===== src/hdl/dcache_params.svh =====
`ifndef DCACHE_PARAMS_SVH
`define DCACHE_PARAMS_SVH

// line geometry, 32-byte lines
`define DC_LINE_BITS 5
`define DC_WORD_BITS (`DC_LINE_BITS - 2)
`define DC_WORDS 8

// 128 sets, two ways
`define DC_INDEX_BITS 7
`define DC_WAYS 2
`define DC_TAG_BITS (32 - `DC_LINE_BITS - `DC_INDEX_BITS)

// burst length code and 4-byte beat size code
`define DC_BURST_LEN (`DC_WORDS - 1)
`define DC_BUS_SIZE 3'd2

`endif

===== src/hdl/dcache_pkg.sv =====
`default_nettype none

`include "dcache_params.svh"

package dcache_pkg;

    typedef logic [`DC_TAG_BITS-1:0] tag_t;
    typedef logic [`DC_INDEX_BITS-1:0] index_t;
    typedef logic [`DC_WORD_BITS-1:0] word_sel_t;

    // data ram address, index then word
    typedef logic [`DC_INDEX_BITS+`DC_WORD_BITS-1:0] line_word_addr_t;

    typedef logic [$clog2(`DC_WAYS)-1:0] way_t;

    // raw bus address or lookup fields
    typedef union packed {
        logic [31:0] raw;
        struct packed {
            tag_t       tag;
            index_t     index;
            word_sel_t  word;
            logic [1:0] byte_sel;
        } f;
    } dc_addr_u;

endpackage

`default_nettype wire


===== src/hdl/miss_ctrl.sv =====
`default_nettype none

`include "dcache_params.svh"

module miss_ctrl (
    input  wire                       clk,
    input  wire                       rst,
    input  wire                       start,
    input  wire  [`DC_WAYS-1:0]       victim_dirty,
    input  wire dcache_pkg::dc_addr_u miss_addr,
    input  wire dcache_pkg::tag_t     victim_tag,
    input  wire dcache_pkg::way_t     way,
    input  wire                       is_store,
    input  wire  [31:0]               ram_word,

    output logic [31:0]               araddr,
    output logic [7:0]                arlen,
    output logic [2:0]                arsize,
    output logic                      arvalid,
    input  wire                       arready,
    input  wire  [31:0]               rdata_m,
    input  wire                       rlast,
    input  wire                       rvalid,
    output logic                      rready,
    output logic [31:0]               awaddr,
    output logic [7:0]                awlen,
    output logic [2:0]                awsize,
    output logic                      awvalid,
    input  wire                       awready,
    output logic [31:0]               wdata_m,
    output logic [3:0]                wstrb_m,
    output logic                      wlast,
    output logic                      wvalid,
    input  wire                       wready,
    input  wire                       bvalid,

    output dcache_pkg::word_sel_t     ram_rd_word,
    output logic                      ram_wr_en,
    output dcache_pkg::word_sel_t     ram_wr_word,
    output logic [31:0]               fill_word,
    output logic [31:0]               crit_word,
    output logic                      busy,
    output logic                      done
);

    import dcache_pkg::*;

    localparam logic [1:0] S_IDLE   = 2'd0;
    localparam logic [1:0] S_VREAD  = 2'd1;
    localparam logic [1:0] S_WB     = 2'd2;
    localparam logic [1:0] S_REFILL = 2'd3;

    localparam word_sel_t LAST_WORD = word_sel_t'(`DC_WORDS - 1);

    logic [1:0]          state;
    logic [`DC_WORD_BITS:0] vcnt;          // nine cycles, ram latency of one
    word_sel_t           vslot;
    logic [31:0]         vbuf [`DC_WORDS];
    word_sel_t           beat;
    logic                tail;
    logic                r_hs;
    logic                crit_beat;

    assign arlen  = 8'(`DC_BURST_LEN);
    assign awlen  = 8'(`DC_BURST_LEN);
    assign arsize = `DC_BUS_SIZE;
    assign awsize = `DC_BUS_SIZE;
    assign wstrb_m = 4'hf;                  // whole line goes back

    // line-aligned addresses, both held steady for the whole miss
    assign araddr = {miss_addr.raw[31:`DC_LINE_BITS], {`DC_LINE_BITS{1'b0}}};
    assign awaddr = {victim_tag, miss_addr.f.index, {`DC_LINE_BITS{1'b0}}};

    assign wdata_m = vbuf[beat];
    assign wlast = wvalid && (beat == LAST_WORD);

    assign ram_rd_word = vcnt[`DC_WORD_BITS-1:0];
    assign vslot = word_sel_t'(vcnt - 1'b1);

    assign r_hs = rvalid && rready;
    assign crit_beat = r_hs && (beat == miss_addr.f.word);

    // a store's word lands in the tail cycle, merged from crit_word
    assign ram_wr_en = (r_hs && !(is_store && crit_beat)) || (tail && is_store);
    assign ram_wr_word = tail ? miss_addr.f.word : beat;
    assign fill_word = tail ? crit_word : rdata_m;

    assign busy = (state != S_IDLE);

    always_ff @(posedge clk) begin
        if (rst) begin
            state <= S_IDLE;
            vcnt <= '0;
            beat <= '0;
            tail <= 1'b0;
            done <= 1'b0;
            arvalid <= 1'b0;
            rready <= 1'b0;
            awvalid <= 1'b0;
            wvalid <= 1'b0;
        end else begin
            done <= 1'b0;
            case (state)
                S_IDLE: begin
                    if (start) begin
                        beat <= '0;
                        if (victim_dirty[way]) begin
                            state <= S_VREAD;
                            vcnt <= '0;
                        end else begin
                            state <= S_REFILL;
                            arvalid <= 1'b1;
                        end
                    end
                end
                S_VREAD: begin
                    vcnt <= vcnt + 1'b1;
                    if (vcnt == `DC_WORDS) begin   // last word captured
                        state <= S_WB;
                        awvalid <= 1'b1;
                    end
                end
                S_WB: begin
                    if (awvalid && awready) begin
                        awvalid <= 1'b0;
                        wvalid <= 1'b1;
                    end
                    if (wvalid && wready) begin
                        if (beat == LAST_WORD) begin
                            wvalid <= 1'b0;
                        end else begin
                            beat <= beat + 1'b1;
                        end
                    end
                    if (bvalid) begin
                        state <= S_REFILL;
                        arvalid <= 1'b1;
                        beat <= '0;
                    end
                end
                S_REFILL: begin
                    if (arvalid && arready) begin
                        arvalid <= 1'b0;
                        rready <= 1'b1;
                    end
                    if (r_hs) begin
                        beat <= beat + 1'b1;
                        if (rlast) begin
                            rready <= 1'b0;
                            tail <= 1'b1;
                        end
                    end
                    if (tail) begin
                        tail <= 1'b0;
                        done <= 1'b1;
                        state <= S_IDLE;
                    end
                end
                default: state <= S_IDLE;
            endcase
        end
    end

    always_ff @(posedge clk) begin
        if (state == S_VREAD && vcnt != '0) begin
            vbuf[vslot] <= ram_word;
        end
        if (crit_beat) begin
            crit_word <= rdata_m;   // requested word
        end
    end

endmodule

`default_nettype wire


===== config.mk =====
export PLATFORM = sky130hd
export DESIGN_NAME = miss_ctrl
export DESIGN_NICKNAME = d
export VERILOG_FILES = /design/src/hdl/dcache_pkg.sv /design/src/hdl/miss_ctrl.sv
export VERILOG_INCLUDE_DIRS = /design/src /design/src/hdl
export SDC_FILE = /design/constraint.sdc
export NUM_CORES = 1
export LEC_CHECK = 0
export ABC_AREA = 1
export BUFFER_PORTS_ARGS = -buffer_cell sky130_fd_sc_hd__buf_2
export CAP_MARGIN = 20
export CORE_ASPECT_RATIO = 0.7
export CORE_MARGIN = 5
export CORE_UTILIZATION = 40
export DETAILED_ROUTE_END_ITERATION = 6
export PLACE_DENSITY = 0.61
export SLEW_MARGIN = 20
export SYNTH_ARGS = -nofsm -noshare
export SYNTH_HDL_FRONTEND = slang
export SYNTH_SLANG_ARGS = --single-unit

===== constraint.sdc =====
create_clock -name clk -period 4.2 [get_ports clk]
set_clock_uncertainty 0.2 [all_clocks]
set_input_delay 0.42 -clock clk [delete_from_list [all_inputs] [get_ports clk]]
set_output_delay 0.42 -clock clk [all_outputs]
set_load 0.01 [all_outputs]

==> flow_metrics.env <==
export IMPL_critPathKind="flop to primary output"
export IMPL_clkSinkCount=306
export IMPL_placed_cell_area_um2=13900
export IMPL_critical_path_required_ps=3580
export IMPL_viasPerCell=4.92
export IMPL_ant_nets=0
export IMPL_synth_commonest_cells="edfxtp_1 (288), nand2_1 (252), nor2_1 (166)"
export IMPL_hold_start="wready"
export IMPL_tritoncts="yes"
export IMPL_rsz0062_at_grt="no"
export IMPL_period_share_pct=81.4
export IMPL_clock_latency_ps=560
export IMPL_crit_path_max_fanout=88
export IMPL_maxCapViolations=0
export IMPL_start_kind="flop"
export IMPL_synthCells=1150
export IMPL_grt_max_degree=89
export IMPL_io_pins=329
export IMPL_root_buffer="clkbuf_16"
export IMPL_gp_congestion=0.796
export IMPL_htreeDepth=1
export IMPL_drt_pre_antenna_iters=6
export IMPL_drv_slew=0
export IMPL_tns_ps=0
export IMPL_routed_wl_um=32300
export IMPL_synth_area_leaders="edfxtp_1 (66%), nand2_1 (7.2%), buf_4 (5.6%)"
export IMPL_synth_largest_area_cell="edfxtp_1"
export IMPL_clkTransAtPathRegs_ps=60
export IMPL_layout_drive_gt1_share_pct=19.3
export IMPL_avgSynthCellArea_um2=11.4
export IMPL_die_w_um=227
export IMPL_synth_edf_count=288
export IMPL_status="finished clean"
export IMPL_routedWlPerCell_um=18.0
export IMPL_cts_resized=0
export IMPL_fin_area_um2=15500
export IMPL_start_util_pct=40.6
export IMPL_drc=0
export IMPL_coreArea_um2=32300
export IMPL_period_needed_ps=3420
export IMPL_synth_area_um2=13100
export IMPL_grt_usage_pct=17.0
export IMPL_cts_made_buffers=30
export IMPL_p_leak_nw=5.99
export IMPL_synth_flop_cell="edfxtp_1"
export IMPL_yosysMostFrequentCell="edfxtp_1"
export IMPL_hold_class="input pin to flop"
export IMPL_die_y_um=162
export IMPL_antenna_found_initial=2
export IMPL_synth_top_area_share_pct=65.9
export IMPL_slew_headroom_pct=31.6
export IMPL_synth_seq_cells=306
export IMPL_yosysSeqAreaShare_pct=68.6
export IMPL_clock_path_buffers=3
export IMPL_synth_cell_types=25
export IMPL_cp_arrival_ps=2800
export IMPL_grt_pass1_wl_um=49800
export IMPL_num_vias=8834
export IMPL_port_buffers=189
export IMPL_syn_to_final_growth_pct=18.4
export IMPL_tightest_slew_ps=1030
export IMPL_drt_initial_drc_count=700
export IMPL_nets=1479
export IMPL_overflow=0
export IMPL_hold_viol=0
export IMPL_dpl_hpwl_um=19100
export IMPL_async_reset_ff_share_pct=0
export IMPL_end_kind="primary output"
export IMPL_reg2reg_from="state[1]"
export IMPL_vdd_ir_drop_max_uv=362
export IMPL_die_area_um2=36600
export IMPL_fp_row_count=55
export IMPL_ys_warnings_count=0
export IMPL_grt_pass1_vias=8485
export IMPL_power_density_nw_per_um2=567
export IMPL_fmax_mhz=293
export IMPL_setup_viol=0
[per-layer routing]
metal	global-route usage [%]	share of wire (%)	vias up
li1	-	-	4253
met1	24.7	45	4232
met2	26.8	46	281
met3	2.91	6.3	68
met4	4.51	2.6	0
met5	0	0	-
[final cells by class]
type / count / area (µm²)
flip-flops and latches: 306 / 9010
clock buffers: 40 / 810
clock inverters: 16 / 153
well taps: 427 / 534
repair buffers: 275 / 1760
diodes: 2 / 5.00
fillers: 2932 / 16800
multi-input cells: 693 / 3130
inverters: 35 / 134
[metrics by stage]
stage	instances	setup WS (ps)	hold slack [ps]	power, mW	util, %
after floorplan	1184	1240	274	5.36	-
after global placement	1670	1350	265	6.17	43.0
after detailed placement	1670	1360	276	6.20	43.0
after CTS	1792	768	10.0	8.89	48.0
after global routing	1794	540	25.5	9.34	48.0
final	1794	783	28.3	8.81	48.0
[placed cells by master (no fill, tap or decap), types with 15 or more instances in the layout]
cell type | netlist | routed
edfxtp_1 | 288 | 288
nand2_1 | 252 | 252
buf_2 | 4 | 189
nor2_1 | 166 | 158
o21ai_0 | 77 | 77
dlygate4sd3_1 | 0 | 66
o22ai_1 | 64 | 64
o21ai_1 | 59 | 59
conb_1 | 2 | 36
inv_1 | 32 | 31
clkbuf_16 | 0 | 31
buf_4 | 98 | 20
nand3_1 | 16 | 16
dfxtp_1 | 18 | 15
[final timing paths]
check | endpoint | slack, ps | cells after the start
worst max-delay path | wdata_m[3] | 780 | 6
worst min-delay path | wvalid | 30 | 4
worst max register to register | vbuf[7][0] | 1390 | 7
worst min register to register | wvalid | 300 | 2
[cells by family after synthesis]
kind of cell             Yosys count  synth area share, %
AO/OA/AOI/OAI                    207                 8.54
XOR/XNOR                           4                0.267
adder cells (fa/ha/maj)            9                0.858
buffers and inverters            185                 8.96
flip-flops                       306                 68.6
other                              2               0.0572
AND/OR/NAND/NOR                  437                 12.7
[where the power goes]
part | leakage [nW] | switching [mW] | total (mW) | internal, mW
clock network | 0.460 | 1.11 | 2.64 | 1.53
logic | 2.79 | 1.74 | 2.59 | 0.850
registers | 2.74 | 0.0977 | 3.58 | 3.48
[sequential cells by signal, indices dropped and copies added, names as in the netlist, named ones only]
signal and flops:
done 1, beat 3, arvalid 1, wvalid 1
vcnt 4, awvalid 1, vbuf 256, state 2
tail 1, crit_word 32, rready 1
[repair_timing]
item                                   in CTS  in global routing
endpoints found under the hold margin     296                  0
setup buffers                               0                  0
hold buffers                               66                  0
[worst max-delay path, stage by stage, from the launching register on]
cell and delay (ps):
dfxtp_4 630, buf_4 730, o21ai_0 200, o22ai_1 220, nand2_1 70, nand2_1 160, buf_2 160
Note: power is estimated with default switching activity, not from simulation.
